`src/design/rect_pkg.sv`:
```
package rect_pkg;

	// ========================================================================
	// widths
	// ========================================================================
	localparam int CMD_ADDR_W = 8;
	localparam int CMD_DATA_W = 32;
	localparam int COORD_W    = 10;
	localparam int COLOR_W    = 8;
	localparam int PIX_ADDR_W = 19;

	// visible frame, row stride of the pixel buffer is the width
	localparam int FRAME_W = 640;
	localparam int FRAME_H = 480;

	// ========================================================================
	// shared types
	// ========================================================================
	typedef logic [CMD_ADDR_W-1:0] cmd_addr_t;
	typedef logic [CMD_DATA_W-1:0] cmd_word_t;
	typedef logic [COORD_W-1:0]    coord_t;
	typedef logic [COLOR_W-1:0]    color_t;
	typedef logic [PIX_ADDR_W-1:0] pix_addr_t;

	// ========================================================================
	// command block layout in the shared memory
	// ========================================================================
	// non-zero flag means a new rectangle is waiting
	localparam cmd_addr_t CMD_FLAG  = 8'd0;
	// corners, first one is the scan origin
	localparam cmd_addr_t CMD_X1    = 8'd1;
	localparam cmd_addr_t CMD_Y1    = 8'd2;
	localparam cmd_addr_t CMD_X2    = 8'd3;
	localparam cmd_addr_t CMD_Y2    = 8'd4;
	// fill colour, low byte only
	localparam cmd_addr_t CMD_COLOR = 8'd5;

endpackage

```
`src/design/cmd_arbiter.sv`:
```
module cmd_arbiter (
	input  logic                iCLK,
	input  logic                rst,
	// host side, single-cycle strobes
	input  logic                host_wr,
	input  logic                host_rd,
	input  rect_pkg::cmd_addr_t host_addr,
	input  rect_pkg::cmd_word_t host_wdata,
	output rect_pkg::cmd_word_t host_rdata,
	output logic                host_rd_valid,
	// engine side, request held until granted
	input  logic                seq_req,
	input  logic                seq_we,
	input  rect_pkg::cmd_addr_t seq_addr,
	input  rect_pkg::cmd_word_t seq_wdata,
	output logic                seq_gnt,
	output logic                seq_rvalid,
	output rect_pkg::cmd_word_t seq_rdata,
	// memory side
	output logic                ram_we,
	output rect_pkg::cmd_addr_t ram_addr,
	output rect_pkg::cmd_word_t ram_wdata,
	input  rect_pkg::cmd_word_t ram_q
);

	logic host_act;
	logic host_rd_ok;
	logic seq_rd_ok;
	logic rd_pend;
	logic rd_host;

	// ========================================================================
	// request side
	// ========================================================================
	// host owns the port whenever it strobes
	assign host_act = host_wr | host_rd;
	// write wins over a read in the same cycle
	assign host_rd_ok = host_rd & ~host_wr;

	// engine only gets the quiet cycles
	assign seq_gnt   = seq_req & ~host_act;
	assign seq_rd_ok = seq_gnt & ~seq_we;

	assign ram_we    = host_wr | (seq_gnt & seq_we);
	assign ram_addr  = host_act ? host_addr : seq_addr;
	assign ram_wdata = host_wr ? host_wdata : seq_wdata;

	// ========================================================================
	// return side
	// ========================================================================
	// remember who issued the read now in flight
	always_ff @(posedge iCLK) begin
		if (rst) begin
			rd_pend <= 1'b0;
			rd_host <= 1'b0;
		end else begin
			rd_pend <= host_rd_ok | seq_rd_ok;
			rd_host <= host_rd_ok;
		end
	end

	// both requesters see the same ram output
	// only the owner gets the valid
	assign host_rdata    = ram_q;
	assign seq_rdata     = ram_q;
	assign host_rd_valid = rd_pend & rd_host;
	assign seq_rvalid    = rd_pend & ~rd_host;

endmodule

```
`config.mk`:
```
export PLATFORM = sky130hd
export DESIGN_NAME = cmd_arbiter
export DESIGN_NICKNAME = d
export VERILOG_FILES = /design/src/design/rect_pkg.sv /design/src/design/cmd_arbiter.sv
export SDC_FILE = /design/constraint.sdc
export NUM_CORES = 1
export LEC_CHECK = 0
export BUFFER_PORTS_ARGS = -buffer_cell sky130_fd_sc_hd__clkbuf_2
export CAP_MARGIN = 15
export CELL_PAD_IN_SITES_DETAIL_PLACEMENT = 0
export CELL_PAD_IN_SITES_GLOBAL_PLACEMENT = 2
export CORE_ASPECT_RATIO = 1.1
export CORE_UTILIZATION = 12
export DETAILED_ROUTE_END_ITERATION = 10
export PLACE_DENSITY = 0.87
export REMOVE_ABC_BUFFERS = 1
export SYNTH_ARGS = -nofsm -noshare
export SYNTH_HDL_FRONTEND = slang
export SYNTH_SLANG_ARGS = --single-unit
```
`constraint.sdc`:
```
create_clock -name iCLK -period 1.4 [get_ports iCLK]
set_input_delay 0.21 -clock iCLK [delete_from_list [all_inputs] [get_ports iCLK]]
set_output_delay 0.21 -clock iCLK [all_outputs]
set_load 0.05 [all_outputs]
```
# Word-level counts from Yosys, hierarchy flattened
# Cells that the tools add are included.
# op_classes
addsub,0
magnitude_cmp,0
eq_ne,0
mul,0
div_mod_pow,0
muxes,2
n_reduce_logical,0
bitwise,13
shift,0
# ops
cell,n
$mux 32,1
$mux 8,1
$and 1x1->1,6
$not 1->1,4
$or 1x1->1,3
# totals
mem_bits_ro,0
elab_cells,17
latch_bits,0
mem_bits_rw,0
register_bits,2
input_bits,118
mem_count,0
output_inout_bits,108

# Longest topological paths before layout
# logic_depth
ltp_word,5
mapped_depth,4
ltp_nobuf,2

# Worst setup path before layout
# Ideal clock, no wire load.
# synth_path
path_kind,reg-to-output
start,reg rd_pend
end,out seq_rvalid
n_path_buf,0
setup_slack_ps,180
stages_incl_launch_ff,2
t_arrival_ps,1010
required_ps,1190
cell_sequence,dfxtp_1 -> nor2b_1
# synth_between
elab_chain_len,1
# synth_rtl
item,line,source
start: declaration,cmd_arbiter.sv:29,logic rd_pend;
start signal: assignment,cmd_arbiter.sv:57,rd_pend <= host_rd_ok | seq_rd_ok;
$and 1x1->1,cmd_arbiter.sv:67,assign seq_rvalid = rd_pend & ~rd_host;
end: declaration,cmd_arbiter.sv:17,"output logic seq_rvalid,"
# No other way between the ends.

# Final worst setup path
# layout_path
start,in host_rd
end,out ram_addr[0]
# layout_between
elab_chain_len,2
# layout_rtl
item,line,source
start: declaration,cmd_arbiter.sv:6,"input logic host_rd,"
$or 1x1->1,cmd_arbiter.sv:36,assign host_act = host_wr | host_rd;
$mux 8,cmd_arbiter.sv:45,assign ram_addr = host_act ? host_addr : seq_addr;
end: declaration,cmd_arbiter.sv:21,"output rect_pkg::cmd_addr_t ram_addr,"
# No other way between the ends.

==> results.rst <==
.. list-table::
   :header-rows: 1

   * - Metric
     - Value
   * - Number of primary I/O pins
     - 226
   * - Clock root buffer
     - clkbuf_8
   * - Worst endpoint data arrival time
     - 1.15 ns
   * - Antenna-violating nets left
     - 0
   * - Worst hold endpoint
     - rd_pend
   * - Asr flop ratio synth
     - 0%
   * - Fin crit period
     - 1.36 ns
   * - Power density cells
     - 662 nW/um^2
   * - Core Footprint
     - 9840 sq um
   * - Startpoint type of the worst setup path
     - primary input
   * - Post-route setup TNS
     - 0 ns
   * - Detail-routed net length per standard cell
     - 18.6 um
   * - Count of routing violations after the opening detailed-route iteration
     - 51
   * - Post-layout nets
     - 310
   * - Number of warnings issued by yosys
     - 0
   * - Max-cap violations
     - 0
   * - Number of enable flip-flop cells after synthesis
     - 0
   * - Final Setup Violations
     - 0
   * - Detailed-route wire length
     - 5760 um
   * - Diodes inserted
     - 0
   * - 1st-pass router iterations
     - 7
   * - Overflow left after global routing
     - 0
   * - CTS H-tree depth
     - 1
   * - TritonCTS Buffers
     - 3
   * - Antenna violations before repair
     - 0
   * - Post-synthesis instance area
     - 1220 sq um
   * - Residual DRC
     - 11
   * - Starting utilization of the core area
     - 12.4%
   * - Classification of the worst-slack hold path
     - primary input to register
   * - Post-route cell area
     - 1610 sq um
   * - Part of the cycle the worst path needs
     - 97.2%
   * - Critical path endpoint category
     - output port
   * - Outcome
     - complete, but fails checks
   * - Critical path start-end classification
     - primary input to output port
   * - Hold Startpoint
     - rst
   * - Pins over their slew limit
     - 0
   * - Routability Congestion
     - 0.862
   * - Global-route wire length before repair
     - 7570 um
   * - Reg clk slew, reported paths
     - 0.03 ns
   * - Least setup slack across all paths after layout
     - 0.0390 ns
   * - Unrepaired setup endpoints after global routing
     - no
   * - Required time reported for the critical path endpoint
     - 1.19 ns
   * - Max_slew headroom
     - 80.3%
   * - Most instantiated library cell after synthesis
     - buf_4
   * - Sink count of the clock tree
     - 2
   * - Ratio of cells with drive above 1 in the final layout
     - 94.2%
   * - Placement Cell Area
     - 1540 sq um
   * - Cell row count
     - 38
   * - Top post-synthesis cells by count
     - 64 x buf_4, 28 x mux2_4, 12 x mux2_2, 3 x and2_1
   * - GRT Total Usage
     - 10.2%
   * - Post-CTS Repair Setup Buffers
     - 0
   * - Worst-Margin Slew
     - 0.297 ns
   * - Overall via count from detail_route
     - 1132
   * - Post-Syn Area per Cell
     - 10.1 sq um
   * - Post-synthesis sequential area ratio
     - 3.29%
   * - Max FO, Critical Path
     - 5
   * - Pin count of the biggest net entering global routing
     - 12
   * - Flip-flop and latch count after synthesis
     - 2
   * - Routed vias/inst
     - 3.65
   * - Cell type with the largest total area after synthesis
     - buf_4
   * - Violations in the final reports
     - design-rule violations
   * - Die footprint
     - 10500 sq um
   * - Chip Width
     - 98.0 um
   * - Synthesis-to-layout area growth
     - 32.3%
   * - Top post-synthesis cells by area
     - buf_4 40%, mux2_4 35%, mux2_2 11%
   * - Maximum VDD drop
     - 300 uV
   * - Hold-critical path depth
     - 3
   * - Power consumption
     - 1070 uW
   * - Clock tree from TritonCTS
     - yes
   * - I/O Buffers
     - 129
   * - Area share of the largest cell type after synthesis
     - 39.5%
   * - Number of standard cells after synthesis
     - 120
   * - Die height
     - 108 um
   * - Most used flip-flop cell after synthesis
     - dfxtp_1
   * - Hold Vio Cnt, Final
     - 0
   * - Leakage power of the design
     - 0.000929 uW
   * - Vias in the first global route
     - 1099
   * - Placement Setup Slack
     - -0.145 ns
   * - Half-perimeter wire length of the detailed placement result
     - 5020 um
   * - Cell variety after synth
     - 14
   * - Buffers from clock root to sink, at most
     - 2
   * - Peak clock frequency supported by timing
     - 735 MHz
## cell usage in the layout, fill, tap and decap left out, drive strengths merged
master and instances:
clkbuf 124, nor2b 2, buf 13, o21a 1, dfxtp 2, mux2 40
nor2 3, o21bai 1, and2 3, nand2 1
## logic make-up after synthesis
kind of cell,after synthesis,synth area share (%)
DFF,2,3.29
buffers and inverters,68,45.0
AOI/OAI and AO/OA,2,1.24
and+or+nand+nor,8,4.83
muxes,40,45.7
## state kept, by name (all words and copies together) (netlist names)
signal,count
rd_host,1
rd_pend,1
## final cells by class
class                           instances  area (sq um)
Sequential cell                         2          40.0
Clock buffer                            3          41.3
Tap cell                              120           150
Timing Repair Buffer                  134           737
Fill cell                            1100          8230
Multi-Input combinational cell         51           641
## layer usage
metal / vias up / routed length [um] / track usage (%)
met5: - / 60 / 11.3
met4: 2 / 34 / 1.08
met3: 6 / 1530 / 12.0
met2: 185 / 2070 / 12.5
met1: 463 / 2060 / 10.5
li1: 476 / - / -
## what timing repair did
action	CTS	global route
gates cloned	1	0
hold buffers	0	0
setup endpoints to repair	40	7
pin swaps	1	0
gates resized for setup	4	7
## per-stage QoR
step	hold slack (ns)	instances	util, %
finish	0.256	310	16.3
global route	0.269	310	16.3
CTS	0.259	310	16.3
detailed placement	0.421	306	15.7
global placement	0.421	306	15.7
floorplan	0.332	52	-
## worst max-delay path by stage
stage          depth (start not counted)          end  startpoint  slack [ns]
2_1_floorplan                          1   seq_rvalid     rd_pend        0.18
3_3_place_gp                           4  ram_addr[0]     host_wr       -0.13
3_5_place_dp                           4  ram_addr[0]     host_wr       -0.14
4_1_cts                                4  ram_addr[6]     host_rd       0.002
5_1_grt                                4  ram_addr[6]     host_rd       0.006
6_report                               4  ram_addr[0]     host_rd        0.04
## worst max-delay path: stages
cell and delay [ns]:
clkbuf_4 0.18, nor2_8 0.18, mux2_2 0.36, buf_2 0.21
## where the power goes
part	internal, uW	switching, uW
clock network	182	42.5
logic	298	483
registers	60.1	0.923
total	540	526
Power figures use the tool's default switching activity.
