### src/design/rect_pkg.sv
package rect_pkg;

	// ========================================================================
	// widths
	// ========================================================================
	localparam int CMD_ADDR_W = 8;
	localparam int CMD_DATA_W = 32;
	localparam int COORD_W    = 10;
	localparam int COLOR_W    = 8;
	localparam int PIX_ADDR_W = 19;

	// visible frame, row stride of the pixel buffer is the width
	localparam int FRAME_W = 640;
	localparam int FRAME_H = 480;

	// ========================================================================
	// shared types
	// ========================================================================
	typedef logic [CMD_ADDR_W-1:0] cmd_addr_t;
	typedef logic [CMD_DATA_W-1:0] cmd_word_t;
	typedef logic [COORD_W-1:0]    coord_t;
	typedef logic [COLOR_W-1:0]    color_t;
	typedef logic [PIX_ADDR_W-1:0] pix_addr_t;

	// ========================================================================
	// command block layout in the shared memory
	// ========================================================================
	// non-zero flag means a new rectangle is waiting
	localparam cmd_addr_t CMD_FLAG  = 8'd0;
	// corners, first one is the scan origin
	localparam cmd_addr_t CMD_X1    = 8'd1;
	localparam cmd_addr_t CMD_Y1    = 8'd2;
	localparam cmd_addr_t CMD_X2    = 8'd3;
	localparam cmd_addr_t CMD_Y2    = 8'd4;
	// fill colour, low byte only
	localparam cmd_addr_t CMD_COLOR = 8'd5;

endpackage

### src/design/cmd_sequencer.sv
module cmd_sequencer (
	input  logic                iCLK,
	input  logic                rst,
	// command memory request port
	output logic                seq_req,
	output logic                seq_we,
	output rect_pkg::cmd_addr_t seq_addr,
	output rect_pkg::cmd_word_t seq_wdata,
	input  logic                seq_gnt,
	input  logic                seq_rvalid,
	input  rect_pkg::cmd_word_t seq_rdata,
	// scan launch, fields valid with the strobe
	output logic                scan_start,
	output rect_pkg::coord_t    x1,
	output rect_pkg::coord_t    y1,
	output rect_pkg::coord_t    x2,
	output rect_pkg::coord_t    y2,
	output rect_pkg::color_t    color,
	input  logic                scan_done
);
	import rect_pkg::*;

	typedef enum logic [2:0] {
		ST_FLAG_REQ,
		ST_FLAG_WAIT,
		ST_FIELD_REQ,
		ST_FIELD_WAIT,
		ST_START,
		ST_DRAW,
		ST_CLEAR
	} state_t;

	state_t    state;
	cmd_addr_t field_idx;

	// ========================================================================
	// request outputs, decoded from state
	// ========================================================================
	// held steady while the arbiter keeps us waiting
	assign seq_req = (state == ST_FLAG_REQ) || (state == ST_FIELD_REQ) ||
		(state == ST_CLEAR);
	// only write ever issued is the flag clear
	assign seq_we    = (state == ST_CLEAR);
	assign seq_wdata = '0;

	always_comb begin
		if (state == ST_FIELD_REQ) begin
			seq_addr = field_idx;
		end else begin
			seq_addr = CMD_FLAG;
		end
	end

	assign scan_start = (state == ST_START);

	// ========================================================================
	// command FSM
	// ========================================================================
	always_ff @(posedge iCLK) begin
		if (rst) begin
			state     <= ST_FLAG_REQ;
			field_idx <= CMD_X1;
		end else begin
			case (state)
				// poll the flag word
				ST_FLAG_REQ: begin
					if (seq_gnt) begin
						state <= ST_FLAG_WAIT;
					end
				end
				ST_FLAG_WAIT: begin
					if (seq_rvalid) begin
						if (seq_rdata != '0) begin
							field_idx <= CMD_X1;
							state     <= ST_FIELD_REQ;
						end else begin
							// nothing posted yet, ask again
							state <= ST_FLAG_REQ;
						end
					end
				end
				// x1, y1, x2, y2, colour in turn
				ST_FIELD_REQ: begin
					if (seq_gnt) begin
						state <= ST_FIELD_WAIT;
					end
				end
				ST_FIELD_WAIT: begin
					if (seq_rvalid) begin
						if (field_idx == CMD_COLOR) begin
							state <= ST_START;
						end else begin
							field_idx <= field_idx + cmd_addr_t'(1);
							state     <= ST_FIELD_REQ;
						end
					end
				end
				// one-cycle launch
				ST_START: begin
					state <= ST_DRAW;
				end
				ST_DRAW: begin
					if (scan_done) begin
						state <= ST_CLEAR;
					end
				end
				// zero flag tells the host we are finished
				ST_CLEAR: begin
					if (seq_gnt) begin
						state <= ST_FLAG_REQ;
					end
				end
				default: begin
					state <= ST_FLAG_REQ;
				end
			endcase
		end
	end

	// ========================================================================
	// field capture
	// ========================================================================
	// low bits of each word, the rest is ignored
	always_ff @(posedge iCLK) begin
		if ((state == ST_FIELD_WAIT) && seq_rvalid) begin
			case (field_idx)
				CMD_X1:    x1    <= seq_rdata[COORD_W-1:0];
				CMD_Y1:    y1    <= seq_rdata[COORD_W-1:0];
				CMD_X2:    x2    <= seq_rdata[COORD_W-1:0];
				CMD_Y2:    y2    <= seq_rdata[COORD_W-1:0];
				CMD_COLOR: color <= seq_rdata[COLOR_W-1:0];
				default: begin
				end
			endcase
		end
	end

endmodule

### config.mk
export PLATFORM = sky130hd
export DESIGN_NAME = cmd_sequencer
export DESIGN_NICKNAME = d
export VERILOG_FILES = /design/src/design/rect_pkg.sv /design/src/design/cmd_sequencer.sv
export SDC_FILE = /design/constraint.sdc
export NUM_CORES = 1
export LEC_CHECK = 0
export ABC_AREA = 1
export BUFFER_PORTS_ARGS = -buffer_cell sky130_fd_sc_hd__buf_2
export CAP_MARGIN = 20
export CORE_MARGIN = 1.5
export CORE_UTILIZATION = 45
export DETAILED_ROUTE_END_ITERATION = 8
export PLACE_DENSITY = 0.83
export SLEW_MARGIN = 20
export SYNTH_ARGS = -nofsm -noshare
export SYNTH_HDL_FRONTEND = slang
export SYNTH_SLANG_ARGS = --single-unit
### constraint.sdc
create_clock -name iCLK -period 6.3 [get_ports iCLK]
set_clock_uncertainty 0.05 [all_clocks]
set_input_delay 0.63 -clock iCLK [delete_from_list [all_inputs] [get_ports iCLK]]
set_output_delay 0.63 -clock iCLK [all_outputs]
set_load 0.005 [all_outputs]
* Word level (Yosys, flattened, before mapping)
Cells that the tools add are included.
Operators by class: shift operators 0, div/mod/pow operators 0, eq/ne operators 19, multiplexer cells 15, reductions and logical operators 13, add/subtract/negate cells 1, multiply operators 0, bitwise gates (word level) 0, $lt $le $gt $ge 0
Operators by type and width (number):
- $mux 8 | 5
- $reduce_bool 32->1 | 1
- $mux 3 | 7
- $pmux 3 s7 | 1
- $eq 8x2->1 const B | 2
- $eq 8x3->1 const B | 2
- $pmux 8 s2 | 1
- $ne 2x2->1 const B | 7
- $reduce_and 2->1 | 5
- $eq 3x3->1 const B | 3
- $add 8x1->8 const B | 1
- $eq 8x1->1 const B | 1
- $eq 3x2->1 const B | 2
- $reduce_and 6->1 | 1
- $reduce_and 5->1 | 1
- $eq 3x1->1 const B | 1
- $logic_not 3->1 | 1
- $logic_or 1x1->1 | 2
- $mux 2 | 1
- $ne 2x1->1 const B | 1
- $reduce_bool 2->1 | 1
- $logic_and 1x1->1 | 1
Word-level totals: output and inout bits 91, memory bits (read-only) 0, memories 0, bits in latches 0, memory bits (writable) 0, bits in registers 59

* Logic depth before layout (Yosys ltp)
depth after elaboration 4, depth in mapped cells 10, gate-level depth less buffers 10

* Worst setup path before layout
Ideal clock, no wire load.
path type reg2reg, start register state[0], end register y2[0], enable pin, arrival time 1.788 ns, buffers on the path 1, setup slack 4.058 ns, required time 5.846 ns, stages on the path, launching flop included 6, library setup time 0.404 ns, path through dfxtp_1 -> buf_6 -> nand2_8 -> nor2_8 -> inv_2 -> nor4_1
On the way: longest elaborated chain between the ends 3
RTL lines:
- start, declared | line cmd_sequencer.sv:33 | state_t state;
- start signal, assigned | line cmd_sequencer.sv:61 | state <= ST_FLAG_REQ;
- start signal, assigned | line cmd_sequencer.sv:68 | state <= ST_FLAG_WAIT;
- start signal, assigned | line cmd_sequencer.sv:75 | state <= ST_FIELD_REQ;
- $eq 3x2->1 | line cmd_sequencer.sv:125 | if ((state == ST_FIELD_WAIT) && seq_rvalid) begin
- $logic_and 1x1->1 | line cmd_sequencer.sv:125
- $reduce_and 2->1 (no source line)
- end signal, assigned | line cmd_sequencer.sv:130 | CMD_Y2: y2 <= seq_rdata[COORD_W-1:0];
- end, declared | line cmd_sequencer.sv:17 | output rect_pkg::coord_t y2,
Every way passes these cells. A chain may end at the register's enable or synchronous reset.

* Final worst setup path
start register state[0], end register y1[8], enable pin
On the way: longest elaborated chain between the ends 3
RTL lines:
- $eq 3x2->1 | line cmd_sequencer.sv:125
- $logic_and 1x1->1 | line cmd_sequencer.sv:125
- $reduce_and 2->1 (no source line)
- end signal, assigned | line cmd_sequencer.sv:128 | CMD_Y1: y1 <= seq_rdata[COORD_W-1:0];
- end, declared | line cmd_sequencer.sv:15 | output rect_pkg::coord_t y1,
Every way passes these cells.

==> flow_metrics.env <==
export IMPL_status="complete, no violations"
export IMPL_ys_ff_latch=59
export IMPL_fp_dieW_um=80.9
export IMPL_slew_viol_final=0
export IMPL_gp_congestion=0.823
export IMPL_power_frac_comb_pct=7.9
export IMPL_hold_violations=0
export IMPL_critPathCaptureType="register"
export IMPL_drc=0
export IMPL_synthTopCellsByArea="edfxtp_1 53%, buf_4 8.8%, dfxtp_1 8.1%"
export IMPL_grt_usage_pct=18.4
export IMPL_place_hpwl_mm=4.42
export IMPL_pwr_share_clk_pct=36.0
export IMPL_avgSynthCellArea_um2=11.2
export IMPL_die_h_um=80.9
export IMPL_rr_worst_depth=4
export IMPL_min_path_cells=2
export IMPL_crit_chain="nand2_8, nor2_8, nand4_1, nor3b_2"
export IMPL_drive_above_1_share_pct=37.9
export IMPL_post_drt_wl_per_cell_um=13.3
export IMPL_grt_ovfl_total=0
export IMPL_maxCapViolations=0
export IMPL_cp_max_fo=10
export IMPL_rsz0062_at_grt="no"
export IMPL_synth_warnings=0
export IMPL_first_global_vias=1836
export IMPL_cts_made_buffers=9
export IMPL_grt_pass1_wl_mm=8.61
export IMPL_drtPass1Iterations=4
export IMPL_num_antenna_cells=0
export IMPL_setup_tns_ns=0
export IMPL_setup_viol=0
export IMPL_cts_resized=0
export IMPL_nets=390
export IMPL_cts_setup_buffers=0
export IMPL_finalCritPeriodShare_pct=35.2
export IMPL_fill_cells=509
export IMPL_synth_cells=245
export IMPL_crit_arrival_ns=2.12
export IMPL_p_leak_nw=1.41
export IMPL_crit_buf_inv=0
export IMPL_place_area_mm2=0.00318
export IMPL_cts_sinks=59
export IMPL_die_area_mm2=0.00655
export IMPL_power_share_sequential_pct=56.1
export IMPL_fin_crit_ns=2.22
export IMPL_crit_required_ns=6.20
export IMPL_drtAntennaViolNets=0
export IMPL_synth_area_mm2=0.00273
export IMPL_r2r_slack_ns=4.08
export IMPL_critPathLaunchType="register"
export IMPL_io_buffers=95
export IMPL_wirelength_mm=5.72
export IMPL_viasPerCell=4.69
export IMPL_final_cell_area_mm2=0.00334
export IMPL_max_slew_worst_pin_slew_ns=0.934
export IMPL_synth_commonest_cells="48 x edfxtp_1, 44 x nor2_1, 32 x buf_4, 32 x nand2_1, 14 x nand3_1"
export IMPL_ir_drop_uv=119
export IMPL_cpLargestDelayFamily="simple AND/OR/NAND/NOR gates"
export IMPL_crit_slowest_cell="nor3b_2"
export IMPL_synthDominantCellAreaShare_pct=52.7
export IMPL_sw_frac_of_total_pct=23.7
export IMPL_synth_most_common_cell="edfxtp_1"
export IMPL_synthFlopType="edfxtp_1"
export IMPL_hold_class="register to register"
export IMPL_insertion_delay_ns=0.33
export IMPL_p_per_area_mw_per_mm2=230
export IMPL_grt_max_degree=12
export IMPL_p_sw_uw=182
export IMPL_r2r_end="y1[8]$_DFFE_PP_"
export IMPL_pin_count=128
export IMPL_worst_path_largest_cell_delay_ns=0.76
export IMPL_cts_root_buf="clkbuf_8"
export IMPL_critical_path_class="register to register"
export IMPL_vias=2010
export IMPL_cts_hold_buf=0
export IMPL_core_region_area_mm2=0.00589
export IMPL_row_count=28
export IMPL_min_from="field_idx[4]$_SDFFE_PP0P_"
export IMPL_initial_utilization_pct=46.4
export IMPL_cts_path_max_buffers=2
export IMPL_synth_edf_count=48
export IMPL_synth_top_cell_by_area="edfxtp_1"
export IMPL_max_freq_mhz=451
export IMPL_drt_iter0_drc=84
export IMPL_min_to="field_idx[4]$_SDFFE_PP0P_"
export IMPL_r2r_start="state[0]$_SDFFE_PP0P_"
export IMPL_antenna_found_initial=0
export IMPL_ys_async_sr_fraction_pct=0
export IMPL_cts_tree="done"
export IMPL_h_tree_depth=3
export IMPL_relSlewSlack_pct=37.2
export IMPL_p_int_uw=585
export IMPL_ys_seq_area_share_pct=60.8
export IMPL_area_growth_syn_to_layout_pct=22.3
export IMPL_synth_cell_types=32
export IMPL_clkTransAtPathRegs_ns=0.06
-- worst reg2reg max path, stage by stage, from the launching register on --
cell and delay, ns:
dfxtp_1 0.56, nand2_8 0.10, nor2_8 0.17, nand4_1 0.21
nor3b_2 0.76
-- worst max-delay path by stage --
stage | from | to | slack (ns) | depth (start not counted)
floorplan | state[0]$_SDFFE_PP0P_ | y2[0]$_DFFE_PP_ | 4.06 | 5
global placement | state[0]$_SDFFE_PP0P_ | y1[2]$_DFFE_PP_ | 4.16 | 4
detailed placement | state[0]$_SDFFE_PP0P_ | y1[1]$_DFFE_PP_ | 4.07 | 4
CTS | state[0]$_SDFFE_PP0P_ | seq_addr[2] | 4.05 | 4
global route | state[0]$_SDFFE_PP0P_ | seq_addr[2] | 3.92 | 4
finish | state[0]$_SDFFE_PP0P_ | y1[8]$_DFFE_PP_ | 4.08 | 4
-- state kept, by name, indices dropped and copies added (netlist names) --
name       cells
y2            10
field_idx      8
state          3
x1            10
color          8
y1            10
x2            10
-- final cells by class --
cell class	count	area [um2]	share of cell area, %
multi-input combinational	165	866	25.9
tap	75	93.8	2.81
timing repair buffer	97	490	14.7
clock buffer	10	128	3.82
sequential	59	1660	49.7
clock inverter	6	32.5	0.973
inverter	17	71.3	2.13
-- cells by family (layout without fill, tap and decap cells) --
family                   after synthesis  in the layout  share of synthesized area (%)
buffers and inverters                 52            130                           12.6
AO/OA/AOI/OAI                         17             17                           3.89
flip-flops                            59             59                           60.8
XOR/XNOR                               2              2                          0.641
adder cells (fa/ha/maj)                4              4                           1.83
AND/OR/NAND/NOR                      110            110                           20.1
other                                  1             32                          0.137
-- per-stage QoR --
| step | total power, mW | util (%) | instances | hold WS (ns) | worst slack [ns] |
|---|---|---|---|---|---|
| global placement | 0.498 | 54.1 | 413 | 0.424 | 4.16 |
| floorplan | 0.490 | - | 276 | 0.405 | 4.06 |
| detailed placement | 0.500 | 54.1 | 413 | 0.434 | 4.07 |
| global route | 0.807 | 56.8 | 429 | 0.469 | 3.92 |
| finish | 0.768 | 56.8 | 429 | 0.444 | 4.08 |
| CTS | 0.774 | 56.8 | 429 | 0.444 | 4.05 |
-- metal layers --
metal | vias to the layer above | part of all wire [%] | GRT usage [%]
li1 | 974 | - | -
met1 | 912 | 41 | 20.4
met2 | 120 | 49 | 31.8
met3 | 4 | 9.7 | 5.17
met4 | 0 | 0.94 | 10.3
met5 | - | 0 | 0
-- power groups by stage --
stage	sequential, mW	combinational, mW	clock, mW
after floorplan	0.437	0.0530	0
after global placement	0.439	0.0591	0
after detailed placement	0.439	0.0605	0
after CTS	0.431	0.0607	0.283
after global routing	0.431	0.0690	0.307
final	0.431	0.0607	0.276
-- placed cells by master (no fill, tap or decap), types with 3 or more instances in the layout --
master | synthesis | routed
nand3_2 | 4 | 4
inv_1 | 11 | 11
clkbuf_8 | 0 | 9
nor2_1 | 44 | 44
o21ai_0 | 3 | 3
nor3b_2 | 1 | 3
inv_4 | 3 | 3
a21oi_1 | 8 | 8
conb_1 | 1 | 32
nand3_1 | 14 | 14
buf_2 | 0 | 95
inv_2 | 3 | 3
nand2_1 | 32 | 32
dfxtp_1 | 11 | 11
ha_1 | 4 | 4
edfxtp_1 | 48 | 48
No activity file was read; power rests on OpenSTA's default activity.
