--- src/design/rect_pkg.sv ---
package rect_pkg;

	// ========================================================================
	// widths
	// ========================================================================
	localparam int CMD_ADDR_W = 8;
	localparam int CMD_DATA_W = 32;
	localparam int COORD_W    = 10;
	localparam int COLOR_W    = 8;
	localparam int PIX_ADDR_W = 19;

	// visible frame, row stride of the pixel buffer is the width
	localparam int FRAME_W = 640;
	localparam int FRAME_H = 480;

	// ========================================================================
	// shared types
	// ========================================================================
	typedef logic [CMD_ADDR_W-1:0] cmd_addr_t;
	typedef logic [CMD_DATA_W-1:0] cmd_word_t;
	typedef logic [COORD_W-1:0]    coord_t;
	typedef logic [COLOR_W-1:0]    color_t;
	typedef logic [PIX_ADDR_W-1:0] pix_addr_t;

	// ========================================================================
	// command block layout in the shared memory
	// ========================================================================
	// non-zero flag means a new rectangle is waiting
	localparam cmd_addr_t CMD_FLAG  = 8'd0;
	// corners, first one is the scan origin
	localparam cmd_addr_t CMD_X1    = 8'd1;
	localparam cmd_addr_t CMD_Y1    = 8'd2;
	localparam cmd_addr_t CMD_X2    = 8'd3;
	localparam cmd_addr_t CMD_Y2    = 8'd4;
	// fill colour, low byte only
	localparam cmd_addr_t CMD_COLOR = 8'd5;

endpackage

--- src/design/rect_scan.sv ---
module rect_scan (
	input  logic                iCLK,
	input  logic                rst,
	input  logic                scan_start,
	input  rect_pkg::coord_t    x1,
	input  rect_pkg::coord_t    y1,
	input  rect_pkg::coord_t    x2,
	input  rect_pkg::coord_t    y2,
	input  rect_pkg::color_t    color,
	output logic                pix_we,
	output rect_pkg::pix_addr_t pix_addr,
	output rect_pkg::color_t    pix_color,
	output logic                scan_done
);
	import rect_pkg::*;

	logic   active;
	logic   last_q;
	// next pixel to emit and the latched bounds
	coord_t cx, cy;
	coord_t x_lo, x_hi, y_hi;
	color_t col_q;
	// current pixel, taken straight from the inputs on the start cycle
	coord_t nx, ny, lx, hx, hy;
	color_t ncol;
	logic   emit;
	logic   last;

	// inverted corners collapse onto x1 / y1
	assign nx   = scan_start ? x1 : cx;
	assign ny   = scan_start ? y1 : cy;
	assign lx   = scan_start ? x1 : x_lo;
	assign hx   = scan_start ? ((x2 > x1) ? x2 : x1) : x_hi;
	assign hy   = scan_start ? ((y2 > y1) ? y2 : y1) : y_hi;
	assign ncol = scan_start ? color : col_q;

	assign emit = scan_start | active;
	assign last = (nx == hx) && (ny == hy);

	// bounds and colour held for the whole walk
	always_ff @(posedge iCLK) begin
		if (scan_start) begin
			x_lo  <= lx;
			x_hi  <= hx;
			y_hi  <= hy;
			col_q <= ncol;
		end
	end

	// ========================================================================
	// raster walk, x fastest
	// ========================================================================
	always_ff @(posedge iCLK) begin
		if (emit) begin
			pix_addr  <= pix_addr_t'(ny) * pix_addr_t'(FRAME_W) + pix_addr_t'(nx);
			pix_color <= ncol;
			// wrap to the row start at the right edge
			if (nx == hx) begin
				cx <= lx;
				cy <= ny + coord_t'(1);
			end else begin
				cx <= nx + coord_t'(1);
				cy <= ny;
			end
		end
	end

	// one write per cycle, done a cycle after the last one
	always_ff @(posedge iCLK) begin
		if (rst) begin
			active    <= 1'b0;
			pix_we    <= 1'b0;
			last_q    <= 1'b0;
			scan_done <= 1'b0;
		end else begin
			active    <= emit & ~last;
			pix_we    <= emit;
			last_q    <= emit & last;
			scan_done <= last_q;
		end
	end

endmodule

--- config.mk ---
export PLATFORM = sky130hd
export DESIGN_NAME = rect_scan
export DESIGN_NICKNAME = d
export VERILOG_FILES = /design/src/design/rect_pkg.sv /design/src/design/rect_scan.sv
export SDC_FILE = /design/constraint.sdc
export NUM_CORES = 1
export LEC_CHECK = 0
export ABC_CLOCK_PERIOD_IN_PS = 2900
export BUFFER_PORTS_ARGS = -buffer_cell sky130_fd_sc_hd__buf_4
export CAP_MARGIN = 10
export CELL_PAD_IN_SITES_DETAIL_PLACEMENT = 1
export CELL_PAD_IN_SITES_GLOBAL_PLACEMENT = 1
export CORE_MARGIN = 4
export CORE_UTILIZATION = 42
export CTS_BUF_LIST = sky130_fd_sc_hd__clkbuf_16
export DETAILED_ROUTE_END_ITERATION = 10
export PLACE_DENSITY = 0.86
export SLEW_MARGIN = 10
export SYNTH_ARGS = -nofsm -noshare
export SYNTH_HDL_FRONTEND = slang
export SYNTH_SLANG_ARGS = --single-unit
--- constraint.sdc ---
create_clock -name iCLK -period 2.9 [get_ports iCLK]
set_input_delay 0.145 -clock iCLK [delete_from_list [all_inputs] [get_ports iCLK]]
set_output_delay 0.145 -clock iCLK [all_outputs]
set_load 0.1 [all_outputs]
After elaboration in Yosys (flattened, before gate mapping)
Index checks and enable logic that the tools add are counted.

Output and inout port bits: 29. Memories: 0. Word-level logic and storage cells: 35. Flip-flop bits (word level): 89. Bits in read-only memories: 0. RAM bits: 0. Input bits: 51. Latch bits: 0.

Magnitude comparators: 2. Add/subtract/negate cells: 3. Reductions and logical operators: 1. Bitwise gates (word level): 4. Mux-type cells: 10. Multipliers: 1. Divide/modulo/power cells: 0. Equality and inequality tests: 2. Shift operators: 0.

Operators with widths (count): $mux 10 (9); $add 10x1->10 const B (2); $eq 10x10->1 (2); $gt 10x10->1 (2); $add 19x10->19 (1); $mul 10x3->12 const B (1); $mux 8 (1); $and 1x1->1 (2); $logic_and 1x1->1 (1); $not 1->1 (1); $or 1x1->1 (1).

Logic depth before layout (Yosys ltp)
Gate-level depths: netlist of run 1.

Depth after elaboration: 7. Mapped depth: 14. Depth with buffers taken out: 12.

Worst setup path after synthesis of run 1
Ideal clock, no wire load.

Path type: input -> register. From: input port scan_start. To: register pix_addr[17], data pin. Data required time: 2.637 ns. Data arrival time: 2.726 ns. Path slack: -0.089 ns. Cell stages on the path: 13. Library setup time: 0.263 ns. Path buffers: 4. Path through: buf_6 buf_4 buf_4 buf_2 a21o_1 ha_1 ha_1 nor2b_1 o311a_1 o31ai_1 a21bo_2 nor3_2 xnor2_1.

Word-level cells in the longest chain between the ends: 3. Elaborated cells on any way between the ends: 4. Those cells by class: add/sub (1); mul (1); mux (2).

RTL lines: from (decl) (line rect_scan.sv:4) `input logic scan_start,`; $mux 10 (line rect_scan.sv:31) `assign ny = scan_start ? y1 : cy;`; $mul 10x3->12 (line rect_scan.sv:55) `pix_addr <= pix_addr_t'(ny) * pix_addr_t'(FRAME_W) + pix_addr_t'(nx);`; $add 19x10->19 * (line rect_scan.sv:55); to (signal assigned) (line rect_scan.sv:55); to (decl) (line rect_scan.sv:11) `output rect_pkg::pix_addr_t pix_addr,`.

Mark *: on every way between the ends. The rest lies on a longest branch, timed or not. A chain may end at the register's enable or synchronous reset.

Worst setup path in the final report of run 1
From: register cy[6]. To: register pix_addr[16], data pin.

Word-level cells in the longest chain between the ends: 3.

RTL lines: from (decl) (line rect_scan.sv:20) `coord_t cx, cy;`; from (signal assigned) (line rect_scan.sv:60) `cy <= ny + coord_t'(1);`; from (signal assigned) (line rect_scan.sv:63) `cy <= ny;`; $mux 10 (line rect_scan.sv:31); $mul 10x3->12 (line rect_scan.sv:55); $add 19x10->19 (line rect_scan.sv:55).

Every way passes these cells.

==> results of run 1 <==
repair_timing:
action | 4_1_cts | 5_1_grt
pin swaps | 2 | 12
gates cloned | 0 | 0
gates resized for setup | 5 | 19
setup endpoints to repair | 2 | 4
hold endpoints to repair | 2 | 0
setup buffers | 1 | 5
hold buffers | 1 | 0
power groups by stage:
stage | registers [mW] | logic [mW] | clock network (mW)
after floorplan | 2.46 | 0.763 | 0
after global placement | 1.78 | 2.01 | 0
after detailed placement | 1.78 | 2.08 | 0
after CTS | 1.77 | 2.13 | 1.15
after global routing | 1.78 | 2.37 | 1.20
final | 1.76 | 2.23 | 1.14
cells by family after synthesis:
group | count (synthesis) | synth area share
AOI/OAI and AO/OA | 115 | 0.130
xor gates and xnor gates | 69 | 0.104
adders and majority gates | 43 | 0.0948
buffers and inverters | 73 | 0.0549
DFF | 89 | 0.451
muxes | 45 | 0.0813
and+or+nand+nor | 88 | 0.0841
final timing paths:
path                     startpoint                      to  slack, ns  depth (start not counted)
setup / recovery    cy[6]$_DFFE_PP_  pix_addr[16]$_DFFE_PP_      -0.07                          9
hold / removal             color[7]  pix_color[7]$_DFFE_PP_       0.12                          2
setup reg to reg    cy[6]$_DFFE_PP_  pix_addr[16]$_DFFE_PP_      -0.07                          9
hold reg to reg   last_q$_SDFF_PP0_    scan_done$_SDFF_PP0_       0.45                          1
cells in the mapped netlist, types with 5 or more instances:
| master | number | area share |
|---|---|---|
| edfxtp_1 | 85 | 0.44 |
| inv_1 | 56 | 0.036 |
| a21oi_1 | 51 | 0.044 |
| xnor2_1 | 49 | 0.074 |
| ha_1 | 41 | 0.088 |
| mux2i_1 | 29 | 0.050 |
| nor2_1 | 25 | 0.016 |
| o21ai_0 | 20 | 0.017 |
| xor2_1 | 20 | 0.030 |
| mux2_2 | 15 | 0.029 |
| nand2_1 | 12 | 0.0077 |
| nand3_1 | 10 | 0.0086 |
| nand4_1 | 7 | 0.0075 |
| nor2b_1 | 6 | 0.0064 |
| o31ai_1 | 6 | 0.0077 |
| a21o_1 | 5 | 0.0064 |
| buf_2 | 5 | 0.0043 |
layout make-up:
class,count,area share
multi-input combinational,360,0.411
clock inverter,7,0.00745
timing repair buffer,133,0.136
tap,176,0.0298
sequential,89,0.356
inverter,57,0.0293
clock buffer,9,0.0305
layer usage:
layer	vias up	share of wire	GRT usage
met2	139	0.53	0.384
met1	2314	0.39	0.247
li1	2149	-	-
met4	0	0.026	0.0801
met5	-	0	0
met3	41	0.052	0.0436
flip-flops by register name, summed over array words and instances, names as in the netlist:
signal and cells:
last_q 1, cx 10, pix_addr 19, x_hi 10
cy 10, pix_we 1, scan_done 1, pix_color 8
active 1, y_hi 10, col_q 8, x_lo 10
critical path, delay by kind of cell, from the launching register on:
kind                     cells  cell delay [ns]
AO/OA/AOI/OAI                3             0.73
adder cells (fa/ha/maj)      2             0.62
multiplexers                 1             0.32
flip-flops                   1             0.45
AND/OR/NAND/NOR              1             0.34
buffers and inverters        1             0.14
XOR/XNOR                     1             0.13
==> metrics.txt, run 1 <==
total CTS buffers=9; initial antenna violation count=0; placed inst area=6930 um2; Crit Path Category=register to register; synth warn=0; DR WL/cell=21.1 um; Post-Route Skew=0.0105 ns; largest net degree at the start of global routing=47; synth unique cells=61; fill count=1442; slowest cell on the critical path=edfxtp_1; Max Slew Vio Count=0; H-Tree Depth=3; syn avg cell area=11.2 um2; max cap viols=0; gr usage total=0.212; Pwr per Cell Area=694 nW/um2; final setup vio count=3; P_leak=3.13 nW; hold crit path type=input port to register; outcome=finished with violations; worst-path fanout max=3; switch share=0.397; crit end category=register; Highest Clock Rate=337 MHz; Slew @ Worst Pin=0.676 ns; Synth-to-Final Area Change=26.7%; fin crit period=2.97 ns; gr ovfl total=0; share of cells above drive strength 1=0.304; final WL=17.5 mm; starting density of the core=0.435; dpl cells=808; part of the power in registers=0.344; FF/Latch Area=2630 um2; Vias=4643; IO Port Bufs=79; most frequent cells in the layout=buf_4, edfxtp_1, inv_1; Worst VDD drop=0.874 mV; startpoint types=register; most frequent CP cell=ha_1; Vias/cell=5.59; HPWL Detailed=12.5 mm; Tot Pwr=5.13 mW; Internal Pwr Total=3.09 mW; Mapped Cells=522; nets=744; area of the multi-input gates=3040 um2; commonest non-fill, non-tap cell in the layout=buf_4; Post-synth EDFFs=85; Die Y=126 um; Slew HR=0.537; critical-path cell list=mux2_4 -> ha_1 -> ha_1 -> or2_2 -> o311a_1 -> o31ai_2 -> a21bo_2 -> buf_4 -> xor2_1; fin area=7390 um2; post-synthesis sequential area ratio=0.451; drt pass-1 iters=4; Std-Cell Rows=42; Syn Nets=616; clk slew on worst S/H paths=0.07 ns; worst hold slack=0.125 ns; CTS Sinks=89; first-pass GRT wire length=26.6 mm; setup_tns=-0.182 ns; 1st-iter DRT viols=268; clk_lat worst skew=0.35 ns; number of remaining DRC errors=0; Final period util=1.02; CTS tree=yes; Net Sw Power=2.04 mW; Async SR Flop Fraction=0; cell area after synthesis=5830 um2; Top FF cell, synth=edfxtp_1; vias in the first global route=5126; Final Hold Viols=0; Final WS setup=-0.0716 ns; CP peak stage delay=0.45 ns; CTS max path bufs=2; Core Area=13400 um2; final core occ=0.552; Worst EP arrival=3.07 ns; Data required, critical path=3.00 ns; RePlAce Congestion=0.858; ANT cells=0; Comb pwr share=0.434; root buffer cell=clkbuf_16; Die X-Extent=126 um; failing checks=setup timing; Place WS=-0.193 ns; clock network fraction of design power=0.222; Yosys reg bits=89; RSZ-0062 raised after global routing=yes; ANT nets after route=0; Die ar.=15800 um2; non-filler instance count after layout=831; IO Pins=80
No activity file was read; power rests on OpenSTA's default activity.
==> run 2, diff against run 1 <==
--- a/config.mk
+++ b/config.mk
@@ -10,10 +10,12 @@
 export CAP_MARGIN = 10
 export CELL_PAD_IN_SITES_DETAIL_PLACEMENT = 1
 export CELL_PAD_IN_SITES_GLOBAL_PLACEMENT = 1
+export CORE_ASPECT_RATIO = 1.25
 export CORE_MARGIN = 4
 export CORE_UTILIZATION = 42
 export CTS_BUF_LIST = sky130_fd_sc_hd__clkbuf_16
 export DETAILED_ROUTE_END_ITERATION = 10
+export GPL_ROUTABILITY_DRIVEN = 0
 export PLACE_DENSITY = 0.86
 export SLEW_MARGIN = 10
 export SYNTH_ARGS = -nofsm -noshare
==> metrics.txt, run 2 (synthesis gave the netlist of run 1 again) <==
Core Area=13400 um2; fin crit period=2.87 ns; Crit Path Category=register to register; outcome=finished, final reports clean; IO Pins=80; fill count=1438; root buffer cell=clkbuf_16; final setup vio count=0; Std-Cell Rows=47; initial antenna violation count=0; uppermost layer routed=met4; Vias=4488; routed wl met2=9.47 mm; number of flip-flops under the largest register name=19; Synth-to-Final Area Change=26.2%; Die Y=140 um; CTS max path bufs=2; Vias/cell=5.49; switch share=0.408; max cap viols=0; most frequent cells in the layout=buf_4, edfxtp_1, inv_1; crit end category=register; gr ovfl total=0; clk slew on worst S/H paths=0.08 ns; Die X-Extent=113 um; total CTS buffers=9; worst-path fanout max=3; drt pass-1 iters=6; final WL=16.7 mm; starting density of the core=0.435; Internal Pwr Total=3.05 mW; HPWL Detailed=12.4 mm; first-pass GRT wire length=25.9 mm; largest net degree at the start of global routing=36; Post-Route Skew=0.00657 ns; Final Hold Viols=0; Pwr per Cell Area=700 nW/um2; Worst EP arrival=2.97 ns; Met3 Routed Length=462 um; Die ar.=15900 um2; Biggest register=pix_addr; ANT cells=0; share of cells above drive strength 1=0.300; non-filler instance count after layout=818; H-Tree Depth=3; number of remaining DRC errors=0; hold crit path type=input port to register; startpoint types=register; final core occ=0.549; DR WL/cell=20.4 um; P_leak=3.11 nW; nets=736; Max Slew Vio Count=0; Metal-1 WL=6.26 mm; RSZ-0062 raised after global routing=yes; Comb pwr share=0.433; Data required, critical path=2.99 ns; Slew @ Worst Pin=0.587 ns; ANT nets after route=0; Worst VDD drop=0.426 mV; part of the power in registers=0.342; IO Port Bufs=79; Net Sw Power=2.10 mW; clock network fraction of design power=0.225; vias in the first global route=5044; gr usage total=0.208; clk_lat worst skew=0.35 ns; CTS tree=yes; Highest Clock Rate=348 MHz; dpl cells=795; commonest non-fill, non-tap cell in the layout=buf_4; Final period util=0.991; Slew HR=0.598; CTS Sinks=89; 1st-iter DRT viols=257
==> run 2: cell types whose count changed in the layout (fill, tap and decap cells not counted), moves of 2 or more <==
cell,change
clkinv_2,-2
buf_4,-9
mux2i_1,+2
clkinv_1,-2
inv_6,+2
inv_8,+2
==> run 2: layout make-up <==
class / instances / area, um2 / share of cell area
clock buffers: 9 / 225 / 0.0306
clock inverters: 7 / 72.6 / 0.00986
inverters: 57 / 216 / 0.0294
multi-input cells: 360 / 3040 / 0.413
flip-flops and latches: 89 / 2630 / 0.358
well taps: 171 / 214 / 0.0291
repair buffers: 125 / 957 / 0.130
==> run 2: metrics by stage <==
stage / total power [mW] / setup slack, ns / cell area (um2) / TNS, ns / hold slack, ns
after floorplan: 3.22 / 0.00958 / 5870 / 0 / 0.217
after global placement: 3.77 / 0.0440 / 6880 / 0 / 0.314
after detailed placement: 3.85 / -0.161 / 6880 / -0.284 / 0.326
after CTS: 5.08 / 0.0139 / 7260 / 0 / 0.112
after global routing: 5.38 / -0.0767 / 7360 / -0.206 / 0.112
final: 5.16 / 0.0269 / 7360 / 0 / 0.117
==> run 2: power groups by stage <==
stage	clock network [mW]	registers [mW]	logic, mW
final	1.16	1.76	2.23
after global routing	1.23	1.78	2.37
after CTS	1.17	1.76	2.14
after detailed placement	0	1.79	2.06
after global placement	0	1.78	1.99
after floorplan	0	2.46	0.763
==> run 2: per-layer routing <==
metal,GRT usage,up-vias
met1,0.219,2226
met4,0.0785,0
met3,0.0269,37
li1,-,2131
met2,0.409,94
met5,0,-
==> run 2: worst paths after layout <==
kind / from / to / slack (ns) / cells after the start
worst max-delay path: cy[3]$_DFFE_PP_ / pix_addr[16]$_DFFE_PP_ / 0.03 / 12
worst max register to register: cy[3]$_DFFE_PP_ / pix_addr[16]$_DFFE_PP_ / 0.03 / 12
worst min-delay path: color[2] / col_q[2]$_DFFE_PP_ / 0.12 / 2
worst min register to register: last_q$_SDFF_PP0_ / scan_done$_SDFF_PP0_ / 0.46 / 1
==> run 2: critical path, cell delays in order (launching register included) <==
cell,delay (ns)
edfxtp_1,0.44
mux2i_2,0.25
inv_2,0.10
ha_4,0.25
ha_4,0.16
inv_2,0.05
fa_2,0.23
nor2b_4,0.06
o311a_1,0.31
o31ai_2,0.20
a21bo_2,0.28
buf_4,0.14
xor2_1,0.13
==> run 2: what timing repair did <==
item                       CTS  global route
pin swaps                    6             6
hold endpoints to repair     2             0
setup endpoints to repair    5             4
setup buffers                2             4
hold buffers                 1             0
gates resized for setup     11            12
